===== src/rtl/mem_req_pkg.sv =====
// Built for exactly four requestors and fixed queue depths; payload widths must match the bus.
package mem_req_pkg;

  // --------------------
  // Sizes and thresholds
  // --------------------
  localparam int unsigned num_requestors  = 4;
  localparam int unsigned in_fifo_depth   = 16;
  // Leaves room for grant and input register slack
  localparam int unsigned in_prog_thresh  = 12;
  localparam int unsigned out_fifo_depth  = 32;
  localparam int unsigned out_prog_thresh = 16;

  // --------------------
  // Vector types
  // --------------------
  // Byte address
  typedef logic [31:0] addr_t;
  // Beats per burst
  typedef logic [7:0]  burst_len_t;
  typedef logic [1:0]  requestor_id_t;
  // One bit per requestor
  typedef logic [3:0]  requestor_mask_t;

  // --------------------
  // Encodings
  // --------------------
  typedef enum logic [1:0] {
    cmd_read,
    cmd_write,
    cmd_prefetch
  } mem_cmd_e;

  // Arbiter FSM states
  typedef enum logic [1:0] {
    arb_setup,
    arb_idle,
    arb_grant
  } arb_state_e;

  // --------------------
  // Bundles
  // --------------------
  // 42 bits
  typedef struct packed {
    mem_cmd_e   cmd;
    addr_t      address;
    burst_len_t burst;
  } mem_req_payload_t;

  // Requestor side
  typedef struct packed {
    logic             valid;
    mem_req_payload_t payload;
  } mem_req_t;

  // 44 bits; source sits above the request so the low bits are the bare payload
  typedef struct packed {
    requestor_id_t    source;
    mem_req_payload_t req;
  } mem_req_tagged_payload_t;

  typedef struct packed {
    logic                    valid;
    mem_req_tagged_payload_t payload;
  } mem_req_tagged_t;

  // Memory side drain control
  typedef struct packed {
    logic rd_en;
  } fifo_ctrl_in_t;

  // Queue flags
  typedef struct packed {
    logic empty;
    logic full;
    logic prog_full;
    logic valid;
  } fifo_state_t;

endpackage


===== src/rtl/request_fifo.sv =====
// Depth follows stored_bits: a full tagged width gives the output queue, else an input queue.
`timescale 1ns/1ps

module request_fifo #(
  parameter int unsigned stored_bits = $bits(mem_req_pkg::mem_req_tagged_payload_t)
) (
  input  logic                                 ap_clk,
  input  logic                                 areset_control,
  input  mem_req_pkg::mem_req_tagged_payload_t din,
  input  logic                                 wr_en,
  input  logic                                 rd_en,
  output mem_req_pkg::mem_req_tagged_payload_t dout,
  output mem_req_pkg::fifo_state_t             state
);

  // --------------------
  // Geometry
  // --------------------
  // Full tag width marks the output queue
  localparam bit is_tagged =
    (stored_bits == $bits(mem_req_pkg::mem_req_tagged_payload_t));
  localparam int unsigned depth  =
    is_tagged ? mem_req_pkg::out_fifo_depth : mem_req_pkg::in_fifo_depth;
  localparam int unsigned thresh =
    is_tagged ? mem_req_pkg::out_prog_thresh : mem_req_pkg::in_prog_thresh;
  localparam int unsigned ptr_w  = $clog2(depth);
  localparam int unsigned cnt_w  = $clog2(depth + 1);

  // Storage, no reset
  logic [stored_bits-1:0] mem [depth];
  logic [stored_bits-1:0] dout_q;
  logic [ptr_w-1:0]       wr_ptr;
  logic [ptr_w-1:0]       rd_ptr;
  logic [cnt_w-1:0]       count;
  logic                   rd_valid;
  logic                   do_wr;
  logic                   do_rd;

  // Guard against overflow and underflow
  assign do_wr = wr_en & ~state.full;
  assign do_rd = rd_en & ~state.empty;

  // --------------------
  // Data path
  // --------------------
  always_ff @(posedge ap_clk) begin
    if (do_wr) begin
      mem[wr_ptr] <= din[stored_bits-1:0];
    end
    // Read data lands one cycle after the pop
    if (do_rd) begin
      dout_q <= mem[rd_ptr];
    end
  end

  // --------------------
  // Pointers and count
  // --------------------
  always_ff @(posedge ap_clk) begin
    if (areset_control) begin
      wr_ptr   <= '0;
      rd_ptr   <= '0;
      count    <= '0;
      rd_valid <= 1'b0;
    end else begin
      rd_valid <= do_rd;
      if (do_wr) begin
        wr_ptr <= wr_ptr + ptr_w'(1);
      end
      if (do_rd) begin
        rd_ptr <= rd_ptr + ptr_w'(1);
      end
      case ({do_wr, do_rd})
        2'b10:   count <= count + cnt_w'(1);
        2'b01:   count <= count - cnt_w'(1);
        default: count <= count;
      endcase
    end
  end

  // Narrow queues leave the source field zero
  always_comb begin
    dout                  = '0;
    dout[stored_bits-1:0] = dout_q;
  end

  // Flags straight off the count register
  assign state.empty     = (count == '0);
  assign state.full      = (count == cnt_w'(depth));
  assign state.prog_full = (count >= cnt_w'(thresh));
  assign state.valid     = rd_valid;

endmodule


===== src/rtl/arbiter_control.sv =====
// Round-robin over the four input queues; pops stall while the output queue is prog_full.
`timescale 1ns/1ps

module arbiter_control (
  input  logic                         ap_clk,
  input  logic                         areset_control,
  input  mem_req_pkg::fifo_state_t     in_state [mem_req_pkg::num_requestors],
  input  mem_req_pkg::fifo_state_t     out_state,
  output mem_req_pkg::requestor_mask_t pop,
  output mem_req_pkg::requestor_mask_t grant_mask,
  output mem_req_pkg::requestor_mask_t grant_out,
  output logic                         fifo_setup
);

  // Local reset copies
  logic reset_fifo;
  logic reset_arb;

  mem_req_pkg::arb_state_e    state;
  mem_req_pkg::arb_state_e    state_next;
  // Search start
  mem_req_pkg::requestor_id_t rr_ptr;
  mem_req_pkg::requestor_id_t winner;
  logic                       found;
  logic                       can_pop;

  // --------------------
  // Reset distribution
  // --------------------
  always_ff @(posedge ap_clk) begin
    reset_fifo <= areset_control;
    reset_arb  <= areset_control;
  end

  // --------------------
  // Winner search
  // --------------------
  always_comb begin
    mem_req_pkg::requestor_id_t idx;
    found  = 1'b0;
    winner = rr_ptr;
    idx    = rr_ptr;
    // First non-empty queue at or after the pointer
    for (int k = 0; k < mem_req_pkg::num_requestors; k++) begin
      idx = rr_ptr + mem_req_pkg::requestor_id_t'(k);
      if (!found && !in_state[idx].empty) begin
        found  = 1'b1;
        winner = idx;
      end
    end
  end

  // Output queue back-pressure stops arbitration
  assign can_pop = (state != mem_req_pkg::arb_setup) & ~out_state.prog_full;

  // One pop per cycle at most
  always_comb begin
    pop = '0;
    if (found && can_pop) begin
      pop[winner] = 1'b1;
    end
  end

  always_comb begin
    case (state)
      mem_req_pkg::arb_setup: state_next = mem_req_pkg::arb_idle;
      default:                state_next = (|pop) ? mem_req_pkg::arb_grant : mem_req_pkg::arb_idle;
    endcase
  end

  // --------------------
  // FSM and pointer
  // --------------------
  always_ff @(posedge ap_clk) begin
    if (reset_arb) begin
      state      <= mem_req_pkg::arb_setup;
      rr_ptr     <= '0;
      grant_mask <= '0;
      grant_out  <= '0;
    end else begin
      state      <= state_next;
      // Merge uses this to pick the entry popped last cycle
      grant_mask <= pop;
      if (|pop) begin
        rr_ptr <= winner + mem_req_pkg::requestor_id_t'(1);
      end
      // Keep sending only with room both sides
      for (int i = 0; i < mem_req_pkg::num_requestors; i++) begin
        grant_out[i] <= (state != mem_req_pkg::arb_setup) & ~in_state[i].prog_full &
                        ~out_state.prog_full;
      end
    end
  end

  // Setup level covers reset, its echo and the setup state
  always_ff @(posedge ap_clk) begin
    if (areset_control) begin
      fifo_setup <= 1'b1;
    end else begin
      fifo_setup <= reset_fifo | (state == mem_req_pkg::arb_setup);
    end
  end

endmodule


===== src/rtl/request_merge.sv =====
// Expects a one-hot grant_mask aligned with the read-valid of the popped queue.
`timescale 1ns/1ps

module request_merge (
  input  logic                         ap_clk,
  input  logic                         areset_control,
  input  mem_req_pkg::mem_req_tagged_t in_entry [mem_req_pkg::num_requestors],
  input  mem_req_pkg::requestor_mask_t grant_mask,
  output mem_req_pkg::mem_req_tagged_t merged
);

  logic                                 sel_valid;
  mem_req_pkg::mem_req_tagged_payload_t sel_payload;
  mem_req_pkg::requestor_id_t           sel_id;

  // --------------------
  // Select
  // --------------------
  always_comb begin
    sel_valid   = 1'b0;
    sel_payload = in_entry[0].payload;
    sel_id      = '0;
    // Grant is one-hot so at most one hit
    for (int i = 0; i < mem_req_pkg::num_requestors; i++) begin
      if (grant_mask[i]) begin
        sel_valid   = in_entry[i].valid;
        sel_payload = in_entry[i].payload;
        sel_id      = mem_req_pkg::requestor_id_t'(i);
      end
    end
    // Stamp the winner number
    sel_payload.source = sel_id;
  end

  // --------------------
  // Register toward output queue
  // --------------------
  always_ff @(posedge ap_clk) begin
    if (areset_control) begin
      merged.valid <= 1'b0;
    end else begin
      // Doubles as the output queue write enable
      merged.valid <= sel_valid;
    end
  end

  // Payload carries no reset
  always_ff @(posedge ap_clk) begin
    merged.payload <= sel_payload;
  end

endmodule


===== src/rtl/memory_request_arbiter.sv =====
// Requestors send only after their grant_out bit was high; the output drains on rd_en only.
`timescale 1ns/1ps

module memory_request_arbiter (
  input  logic                         ap_clk,
  input  logic                         areset_control,
  input  mem_req_pkg::mem_req_t        request_in [mem_req_pkg::num_requestors],
  input  mem_req_pkg::fifo_ctrl_in_t   fifo_request_ctrl_in,
  output mem_req_pkg::fifo_state_t     fifo_request_state_out,
  output mem_req_pkg::requestor_mask_t grant_out,
  output mem_req_pkg::mem_req_tagged_t request_out,
  output logic                         fifo_setup
);

  // Input side
  mem_req_pkg::mem_req_t                request_in_reg [mem_req_pkg::num_requestors];
  mem_req_pkg::mem_req_tagged_payload_t in_din         [mem_req_pkg::num_requestors];
  mem_req_pkg::mem_req_tagged_payload_t in_dout        [mem_req_pkg::num_requestors];
  mem_req_pkg::fifo_state_t             in_state       [mem_req_pkg::num_requestors];
  mem_req_pkg::mem_req_tagged_t         in_entry       [mem_req_pkg::num_requestors];

  // Arbitration
  mem_req_pkg::requestor_mask_t pop;
  mem_req_pkg::requestor_mask_t grant_mask;
  mem_req_pkg::mem_req_tagged_t merged;

  // Output side
  mem_req_pkg::fifo_ctrl_in_t           ctrl_reg;
  logic                                 out_rd_en;
  mem_req_pkg::mem_req_tagged_payload_t out_dout;
  mem_req_pkg::fifo_state_t             out_state;
  mem_req_pkg::mem_req_tagged_t         out_stage;

  // --------------------
  // Input registers
  // --------------------
  always_ff @(posedge ap_clk) begin
    for (int i = 0; i < mem_req_pkg::num_requestors; i++) begin
      if (areset_control) begin
        request_in_reg[i].valid <= 1'b0;
      end else begin
        request_in_reg[i].valid <= request_in[i].valid;
      end
      request_in_reg[i].payload <= request_in[i].payload;
    end
  end

  // --------------------
  // Input queues
  // --------------------
  for (genvar g = 0; g < mem_req_pkg::num_requestors; g++) begin : gen_in_queue
    // Source tied to the queue index
    assign in_din[g].source = mem_req_pkg::requestor_id_t'(g);
    assign in_din[g].req    = request_in_reg[g].payload;

    request_fifo #(
      .stored_bits($bits(mem_req_pkg::mem_req_payload_t))
    ) u_in_fifo (
      .ap_clk         (ap_clk),
      .areset_control (areset_control),
      .din            (in_din[g]),
      .wr_en          (request_in_reg[g].valid),
      .rd_en          (pop[g]),
      .dout           (in_dout[g]),
      .state          (in_state[g])
    );

    // Popped entry with its read-valid
    assign in_entry[g].valid   = in_state[g].valid;
    assign in_entry[g].payload = in_dout[g];
  end

  arbiter_control u_arbiter_control (
    .ap_clk         (ap_clk),
    .areset_control (areset_control),
    .in_state       (in_state),
    .out_state      (out_state),
    .pop            (pop),
    .grant_mask     (grant_mask),
    .grant_out      (grant_out),
    .fifo_setup     (fifo_setup)
  );

  request_merge u_request_merge (
    .ap_clk         (ap_clk),
    .areset_control (areset_control),
    .in_entry       (in_entry),
    .grant_mask     (grant_mask),
    .merged         (merged)
  );

  // --------------------
  // Output queue
  // --------------------
  assign out_rd_en = ctrl_reg.rd_en & ~out_state.empty;

  request_fifo u_out_fifo (
    .ap_clk         (ap_clk),
    .areset_control (areset_control),
    .din            (merged.payload),
    .wr_en          (merged.valid),
    .rd_en          (out_rd_en),
    .dout           (out_dout),
    .state          (out_state)
  );

  // Drain control, flags and the two output stages
  always_ff @(posedge ap_clk) begin
    if (areset_control) begin
      ctrl_reg               <= '0;
      fifo_request_state_out <= '{empty: 1'b1, full: 1'b0, prog_full: 1'b0, valid: 1'b0};
      out_stage.valid        <= 1'b0;
      request_out.valid      <= 1'b0;
    end else begin
      ctrl_reg               <= fifo_request_ctrl_in;
      fifo_request_state_out <= out_state;
      out_stage.valid        <= out_state.valid;
      request_out.valid      <= out_stage.valid;
    end
  end

  always_ff @(posedge ap_clk) begin
    out_stage.payload   <= out_dout;
    request_out.payload <= out_stage.payload;
  end

endmodule


===== config.mk =====
export PLATFORM = sky130hd
export DESIGN_NAME = memory_request_arbiter
export DESIGN_NICKNAME = d
export VERILOG_FILES = /design/src/rtl/mem_req_pkg.sv /design/src/rtl/request_fifo.sv /design/src/rtl/arbiter_control.sv /design/src/rtl/request_merge.sv /design/src/rtl/memory_request_arbiter.sv
export SDC_FILE = /design/constraint.sdc
export NUM_CORES = 2
export LEC_CHECK = 0
export ABC_AREA = 1
export ABC_CLOCK_PERIOD_IN_PS = 6000
export BUFFER_PORTS_ARGS = -buffer_cell sky130_fd_sc_hd__buf_2
export CAP_MARGIN = 0
export CORE_MARGIN = 5
export CORE_UTILIZATION = 50
export CTS_CLUSTER_DIAMETER = 80
export CTS_CLUSTER_SIZE = 40
export DETAILED_ROUTE_END_ITERATION = 7
export PLACE_DENSITY = 0.66
export RECOVER_POWER = 50
export SYNTH_ARGS = -nofsm -noshare
export SYNTH_HDL_FRONTEND = slang
export SYNTH_MEMORY_MAX_BITS = 65536
export SYNTH_SLANG_ARGS = --single-unit
export TNS_END_PERCENT = 50

===== constraint.sdc =====
create_clock -name ap_clk -period 6 [get_ports ap_clk]
set_input_delay 0.3 -clock ap_clk [delete_from_list [all_inputs] [get_ports ap_clk]]
set_output_delay 0.3 -clock ap_clk [all_outputs]
set_load 0.01 [all_outputs]

After elaboration in Yosys (flattened, before gate mapping):

Memory sizes are Yosys's and may differ from the RTL's. A register that Yosys moved wholly into a read port is not among the register bits.
Index checks and enable logic that the tools add are counted.

* bits of input ports: 175
* memories kept: 6
* register bits: 226
* word-level logic and storage cells: 227
* RAM bits: 4268

Memory list
* u_out_fifo.mem: words 32, bits a word 44, rd ports 1, clocked after memory_dff 1, write ports 1, RTL line request_fifo.sv:30 `logic [stored_bits-1:0] mem [depth];`
* gen_in_queue[0].u_in_fifo.mem: words 16, bits a word 42, rd ports 1, clocked after memory_dff 1, write ports 1, RTL line request_fifo.sv:30
* gen_in_queue[1].u_in_fifo.mem: words 16, bits a word 42, rd ports 1, clocked after memory_dff 1, write ports 1, RTL line request_fifo.sv:30
* gen_in_queue[2].u_in_fifo.mem: words 16, bits a word 42, rd ports 1, clocked after memory_dff 1, write ports 1, RTL line request_fifo.sv:30
* gen_in_queue[3].u_in_fifo.mem: words 16, bits a word 42, rd ports 1, clocked after memory_dff 1, write ports 1, RTL line request_fifo.sv:30
* request_in_reg: words 4, bits a word 43, rd ports 4, clocked after memory_dff 0, write ports 4, RTL line memory_request_arbiter.sv:16 `mem_req_pkg::mem_req_t request_in_reg [mem_req_pkg::num_requestors];`

* mux-type cells: 55
* $add $sub $neg: 24
* eq/ne operators: 15
* reductions and logical operators: 25
* bitwise operators: 44
* magnitude comparators: 11

Operators with widths (number)
* 42-bit 2-to-1 mux: 3
* 5-bit case mux with 2 select lines: 4
* 4-bit 2-to-1 mux: 9
* 4-bit by 1-bit adder with 4-bit output, second input constant: 8
* 4-bit binary-select mux with 2-bit select: 4
* 5-bit by 1-bit adder with 5-bit output, second input constant: 6
* 1-bit 2-to-1 mux: 29
* 1-bit bitwise AND: 20
* 5-bit equality test, second input constant: 4
* 5-bit by 4-bit greater-or-equal comparator with 1-bit output, second input constant: 4
* 5-bit logical NOT: 4
* 5-bit by 1-bit subtractor with 5-bit output, second input constant: 4
* 1-bit inverter: 15
* 3-bit greater-or-equal comparator, second input constant: 4
* 2-bit inverter with 3-bit output: 4
* 6-bit case mux with 2 select lines: 1
* 2-bit nonzero test: 6
* 2-bit by 1-bit equality test with 1-bit output, second input constant: 5
* 2-bit equality test, second input constant: 5
* 2-bit 2-to-1 mux: 4
* 6-bit by 1-bit adder with 6-bit output, second input constant: 1
* 6-bit equality test, second input constant: 1
* 6-bit by 5-bit greater-or-equal comparator with 1-bit output, second input constant: 1
* 6-bit logical NOT: 1
* other kinds (12): 27

Depth between registers and ports, before layout:

* depth in word-level cells: 22
* gate-level depth with buffers: 26
* mapped depth without buffers: 26

Cells and area by module:

From an unflattened synthesis, not the netlist that was laid out.

* cell total of the unflattened synthesis: 17893
* area total of the unflattened synthesis: 194172.5 µm²

By module, submodules not included
* request_fifo (gen_in_queue[0].u_in_fifo ...): cells each 2892, area an instance 31094.8 µm², instances 3
* request_fifo (u_out_fifo): cells each 5625, area an instance 61318.8 µm², instances 1
* request_fifo (gen_in_queue[1].u_in_fifo): cells each 2892, area an instance 31107.3 µm², instances 1
* memory_request_arbiter: cells each 293, area an instance 5437.7 µm², instances 1
* request_merge: cells each 294, area an instance 2223.4 µm², instances 1
* arbiter_control: cells each 113, area an instance 800.8 µm², instances 1

Worst setup path before layout:

No wires, ideal clock.

* kind: register -> register
* from: reg u_out_fifo.count[1]
* to: mem u_out_fifo.mem[31][0] in the netlist's numbering (enable)
* path buffers: 0
* slack: 1.562 ns
* library setup time: 0.503 ns
* data arrival time: 3.936 ns
* cell stages (with the launch flop): 9
* path through: dfxtp_1 -> inv_1 -> nand4_1 -> inv_1 -> nand3_1 -> nand2_1 -> inv_1 -> nand2_1 -> nor3_1

* longest elaborated chain between the ends: 5

RTL lines
* start, declared: RTL line request_fifo.sv:34 `logic [cnt_w-1:0] count;`
* start signal, assigned: RTL line request_fifo.sv:74 `2'b10: count <= count + cnt_w'(1);`
* start signal, assigned: RTL line request_fifo.sv:75 `2'b01: count <= count - cnt_w'(1);`
* start signal, assigned: RTL line request_fifo.sv:76 `default: count <= count;`
* 6-bit equality test: RTL line request_fifo.sv:89 `assign state.full = (count == cnt_w'(depth));`
* 1-bit inverter: RTL line request_fifo.sv:40 `assign do_wr = wr_en & ~state.full;`
* 1-bit bitwise AND: RTL line request_fifo.sv:40
* 1-bit 2-to-1 mux: RTL line request_fifo.sv:47 `if (do_wr) begin`
* 1-bit 2-to-1 mux (not written as such): RTL line request_fifo.sv:48 `mem[wr_ptr] <= din[stored_bits-1:0];`
* end, declared: RTL line request_fifo.sv:30

No other way between the ends.

==> impl_metrics.sql <==
INSERT INTO impl_metrics (metric_group, metric, value, unit) VALUES
('clock_network', 'post_cts_buffers', '0', ''),
('route', 'detail_route.drc_violations', '1', ''),
('clock_network', 'clock_tree.buffer_depth', '4', ''),
('power_and_ir_drop', 'worst_ir_drop_vdd', '0.4381', 'mV'),
('logic_synthesis', 'post_synth_num_cell_types', '41', ''),
('layout', 'largest_reg_flops', '2688', ''),
('floorplan', 'initial_utilization', '50.09', '%'),
('timing', 'finalClockSkew', '0.09454', 'ns'),
('placement', 'place_congestion', '0.8653', ''),
('timing', 'maxSlewHeadroom', '-171.9', '%'),
('logic_synthesis', 'flip_flop_and_latch_count_after_synthesis', '4706', ''),
('logic_synthesis', 'synth_common_cells', '4308 x sky130_fd_sc_hd__edfxtp_1, 2342 x sky130_fd_sc_hd__nor2_1, 2086 x sky130_fd_sc_hd__o21ai_0', ''),
('clock_network', 'tritoncts', 'built', ''),
('critical_path', 'worstPathRequired', '6.75', 'ns'),
('grt', 'grt_use_total', '25.19', '%'),
('critical_path', 'worstPathArrival', '5.63', 'ns'),
('clock_network', 'cts_max_level', '4', ''),
('clock_network', 'cts_inserted_buffers', '179', ''),
('logic_synthesis', 'async_flop_share', '0', '%'),
('critical_path', 'crit_path_start_kind', 'flip-flop', ''),
('timing', 'finalSetupTns', '0', 'ns'),
('power_and_ir_drop', 'internal_power_of_the_cells', '48.45', 'mW'),
('logic_synthesis', 'post-synth-top-area-cell', 'sky130_fd_sc_hd__edfxtp_1', ''),
('power_and_ir_drop', 'p_seq_share', '57.0', '%'),
('clock_network', 'clkTransAtPathRegs', '0.14', 'ns'),
('logic_synthesis', 'synth_sequential_area_ratio', '77.92', '%'),
('timing', 'drv_slew', '1125', ''),
('logic_synthesis', 'synth_edf_count', '4308', ''),
('timing', 'worstMarginPinSlew', '4.079', 'ns'),
('clock_network', 'cts_resized', '0', ''),
('power_and_ir_drop', 'power-per-cell-area', '369.8', 'mW/mm2'),
('timing', 'fmaxAchievable', '205.1', 'MHz'),
('floorplan', 'die-area', '0.3645', 'mm2'),
('critical_path', 'worst-setup-path-type', 'reg -> reg', ''),
('layout', 'post_route_cells_drive_above_1_share', '5.784', '%'),
('floorplan', 'die-width', '603.7', 'um'),
('critical_path', 'timing.critical_path.fanout_max', '78', ''),
('logic_synthesis', 'mappedNetlistArea', '0.1762', 'mm2'),
('grt', 'globalRouteOverflowTotal', '0', ''),
('status', 'failing_checks', 'DRC, capacitance limit, slew limit', ''),
('floorplan', 'core', '0.3519', 'mm2'),
('timing', 'timing.final.hold_violations', '0', ''),
('power_and_ir_drop', 'leakagePower', '60.52', 'nW'),
('logic_synthesis', 'post_synth_inst_count', '12570', ''),
('clock_network', 'cts_num_sinks', '4706', ''),
('route', 'antenna_violating_nets_post_route', '0', ''),
('placement', 'dp.final_hpwl', '255800', 'um'),
('power_and_ir_drop', 'netSwitchingFraction', '31.66', '%'),
('route', 'totalWireLength', '474500', 'um'),
('timing', 'setup_viol_count_final', '0', ''),
('layout', 'layout.core_utilization', '54.49', '%'),
('logic_synthesis', 'synth_warnings', '0', ''),
('logic_synthesis', 'syn_avg_cell_area', '14.03', 'um2'),
('logic_synthesis', 'synth_top_cells_by_area', 'sky130_fd_sc_hd__edfxtp_1 73%, sky130_fd_sc_hd__o21ai_0 5.9%, sky130_fd_sc_hd__nor2_1 5.0%, sky130_fd_sc_hd__dfxtp_1 4.5%, sky130_fd_sc_hd__o221ai_1 2.9%', ''),
('route', 'via_per_inst', '6.235', ''),
('placement', 'port-buffer-count', '228', ''),
('flow_run', 'max_cap_violations', '34', ''),
('grt', 'first_pass_grt_wire_length', '691200', 'um'),
('logic_synthesis', 'yosysMostFrequentCell', 'sky130_fd_sc_hd__edfxtp_1', ''),
('logic_synthesis', 'mappedNetlistNets', '12790', ''),
('grt', 'antenna_found_initial', '22', ''),
('timing', 'layout_worst_path_cycle_share', '81.26', '%'),
('grt', 'grt_pass1_vias', '103600', ''),
('clock_network', 'cts_root_buffer', 'sky130_fd_sc_hd__clkbuf_16', ''),
('logic_synthesis', 'synthFlopType', 'sky130_fd_sc_hd__edfxtp_1', ''),
('power_and_ir_drop', 'power_frac_comb', '18.5', '%'),
('floorplan', 'die_h', '603.7', 'um'),
('route', 'drt_iter0_drc', '14310', ''),
('status', 'run_status', 'complete, but fails checks', ''),
('timing', 'rsz0062_at_grt', 'no', ''),
('layout', 'flow.area_growth_from_synthesis', '8.786', '%');
[worst paths after layout]
| path | slack, ns | end | depth (start not counted) | start |
|---|---|---|---|---|
| min | 0.08 | request_in_reg[3][10] | 2 | request_in[10] |
| max | 1.12 | u_out_fifo.dout[25] | 7 | u_out_fifo.rd_ptr[0] |
| min reg2reg | 0.29 | request_out[40] | 0 | out_stage[40] |
| max reg2reg | 1.12 | u_out_fifo.dout[25] | 7 | u_out_fifo.rd_ptr[0] |
[cells in the final DEF (no fill, tap or decap), types with 24 or more instances in the layout]
cell type / n
sky130_fd_sc_hd__edfxtp_1: 4308
sky130_fd_sc_hd__inv_8: 27
sky130_fd_sc_hd__o211ai_1: 230
sky130_fd_sc_hd__dfxtp_1: 377
sky130_fd_sc_hd__a211oi_1: 24
sky130_fd_sc_hd__inv_1: 112
sky130_fd_sc_hd__nand4_1: 30
sky130_fd_sc_hd__ha_1: 50
sky130_fd_sc_hd__clkbuf_1: 173
sky130_fd_sc_hd__nor2_1: 2252
sky130_fd_sc_hd__clkbuf_16: 181
sky130_fd_sc_hd__o22ai_1: 423
sky130_fd_sc_hd__buf_2: 91
sky130_fd_sc_hd__nor2_4: 90
sky130_fd_sc_hd__o221ai_1: 582
sky130_fd_sc_hd__nand2_1: 514
sky130_fd_sc_hd__nand3_1: 263
sky130_fd_sc_hd__o21ai_0: 2086
sky130_fd_sc_hd__buf_4: 172
sky130_fd_sc_hd__o21ai_1: 115
sky130_fd_sc_hd__clkinv_8: 29
sky130_fd_sc_hd__a21oi_1: 83
sky130_fd_sc_hd__dlygate4sd3_1: 310
[stage by stage]
step	power, mW	setup WS (ns)	hold slack, ns	cells	instance area (um2)
floorplan	48.27	1.562	0.3096	12570	176200
global placement	53.55	1.881	0.3120	16750	182300
global route	73.62	0.6691	0.04971	17380	191700
finish	70.91	1.124	0.07814	17390	191700
CTS	71.07	1.929	0.0007091	17380	192000
detailed placement	54.01	1.967	0.3128	16750	182300
[repair_timing]
action,in CTS,in global routing
endpoints found under the hold margin,179,0
hold buffers,310,0
setup endpoints to repair,0,0
[area by class of cell]
cell class	instances	area, um2
well taps	4620	5781
multi-input cells	6837	35490
clock inverters	135	2116
clock buffers	190	4563
flip-flops and latches	4706	137400
repair buffers	751	5746
inverters	141	604.3
fillers	27830	160100
diodes	10	25.02
[logic make-up (layout without fill, tap and decap cells)]
| group | count (synthesis) | in the layout | share of synthesized area [%] |
|---|---|---|---|
| fa+ha+maj | 54 | 54 | 0.4004 |
| compound gates | 3597 | 3597 | 12.23 |
| buf+inv | 1022 | 1217 | 2.323 |
| flops | 4706 | 4706 | 77.92 |
| xor+xnor | 22 | 22 | 0.1136 |
| simple gates | 3164 | 3164 | 7.011 |
| other cells | 0 | 10 | 0 |
[critical path, stage by stage, from the launching register on]
cell                       delay [ns]
sky130_fd_sc_hd__dfxtp_4         0.68
sky130_fd_sc_hd__clkbuf_1        2.30
sky130_fd_sc_hd__o21ai_0         0.35
sky130_fd_sc_hd__o22ai_1         0.32
sky130_fd_sc_hd__o21ai_1         0.08
sky130_fd_sc_hd__nor2_1          0.30
sky130_fd_sc_hd__a211oi_1        0.17
sky130_fd_sc_hd__a21oi_1         0.43
[metal layers]
layer / GRT usage (%) / part of all wire, % / vias up / wire, um
met1: 34.32 / 39 / 54980 / 183700
met2: 41.42 / 48 / 5256 / 229100
met3: 3.143 / 8.3 / 842 / 39260
li1: - / - / 47340 / -
met5: 0 / 0.011 / - / 54
met4: 10.42 / 4.7 / 8 / 22410
[power by group through the flow]
stage          Combinational [mW]  Sequential [mW]  Clock (mW)
3_3_place_gp                 12.6             41.0           0
3_5_place_dp                 12.9             41.1           0
6_report                     13.1             40.4        17.3
5_1_grt                      14.2             40.6        18.8
4_1_cts                      13.1             40.4        17.6
2_1_floorplan                7.91             40.4           0
(Power assumes the default switching activity.)
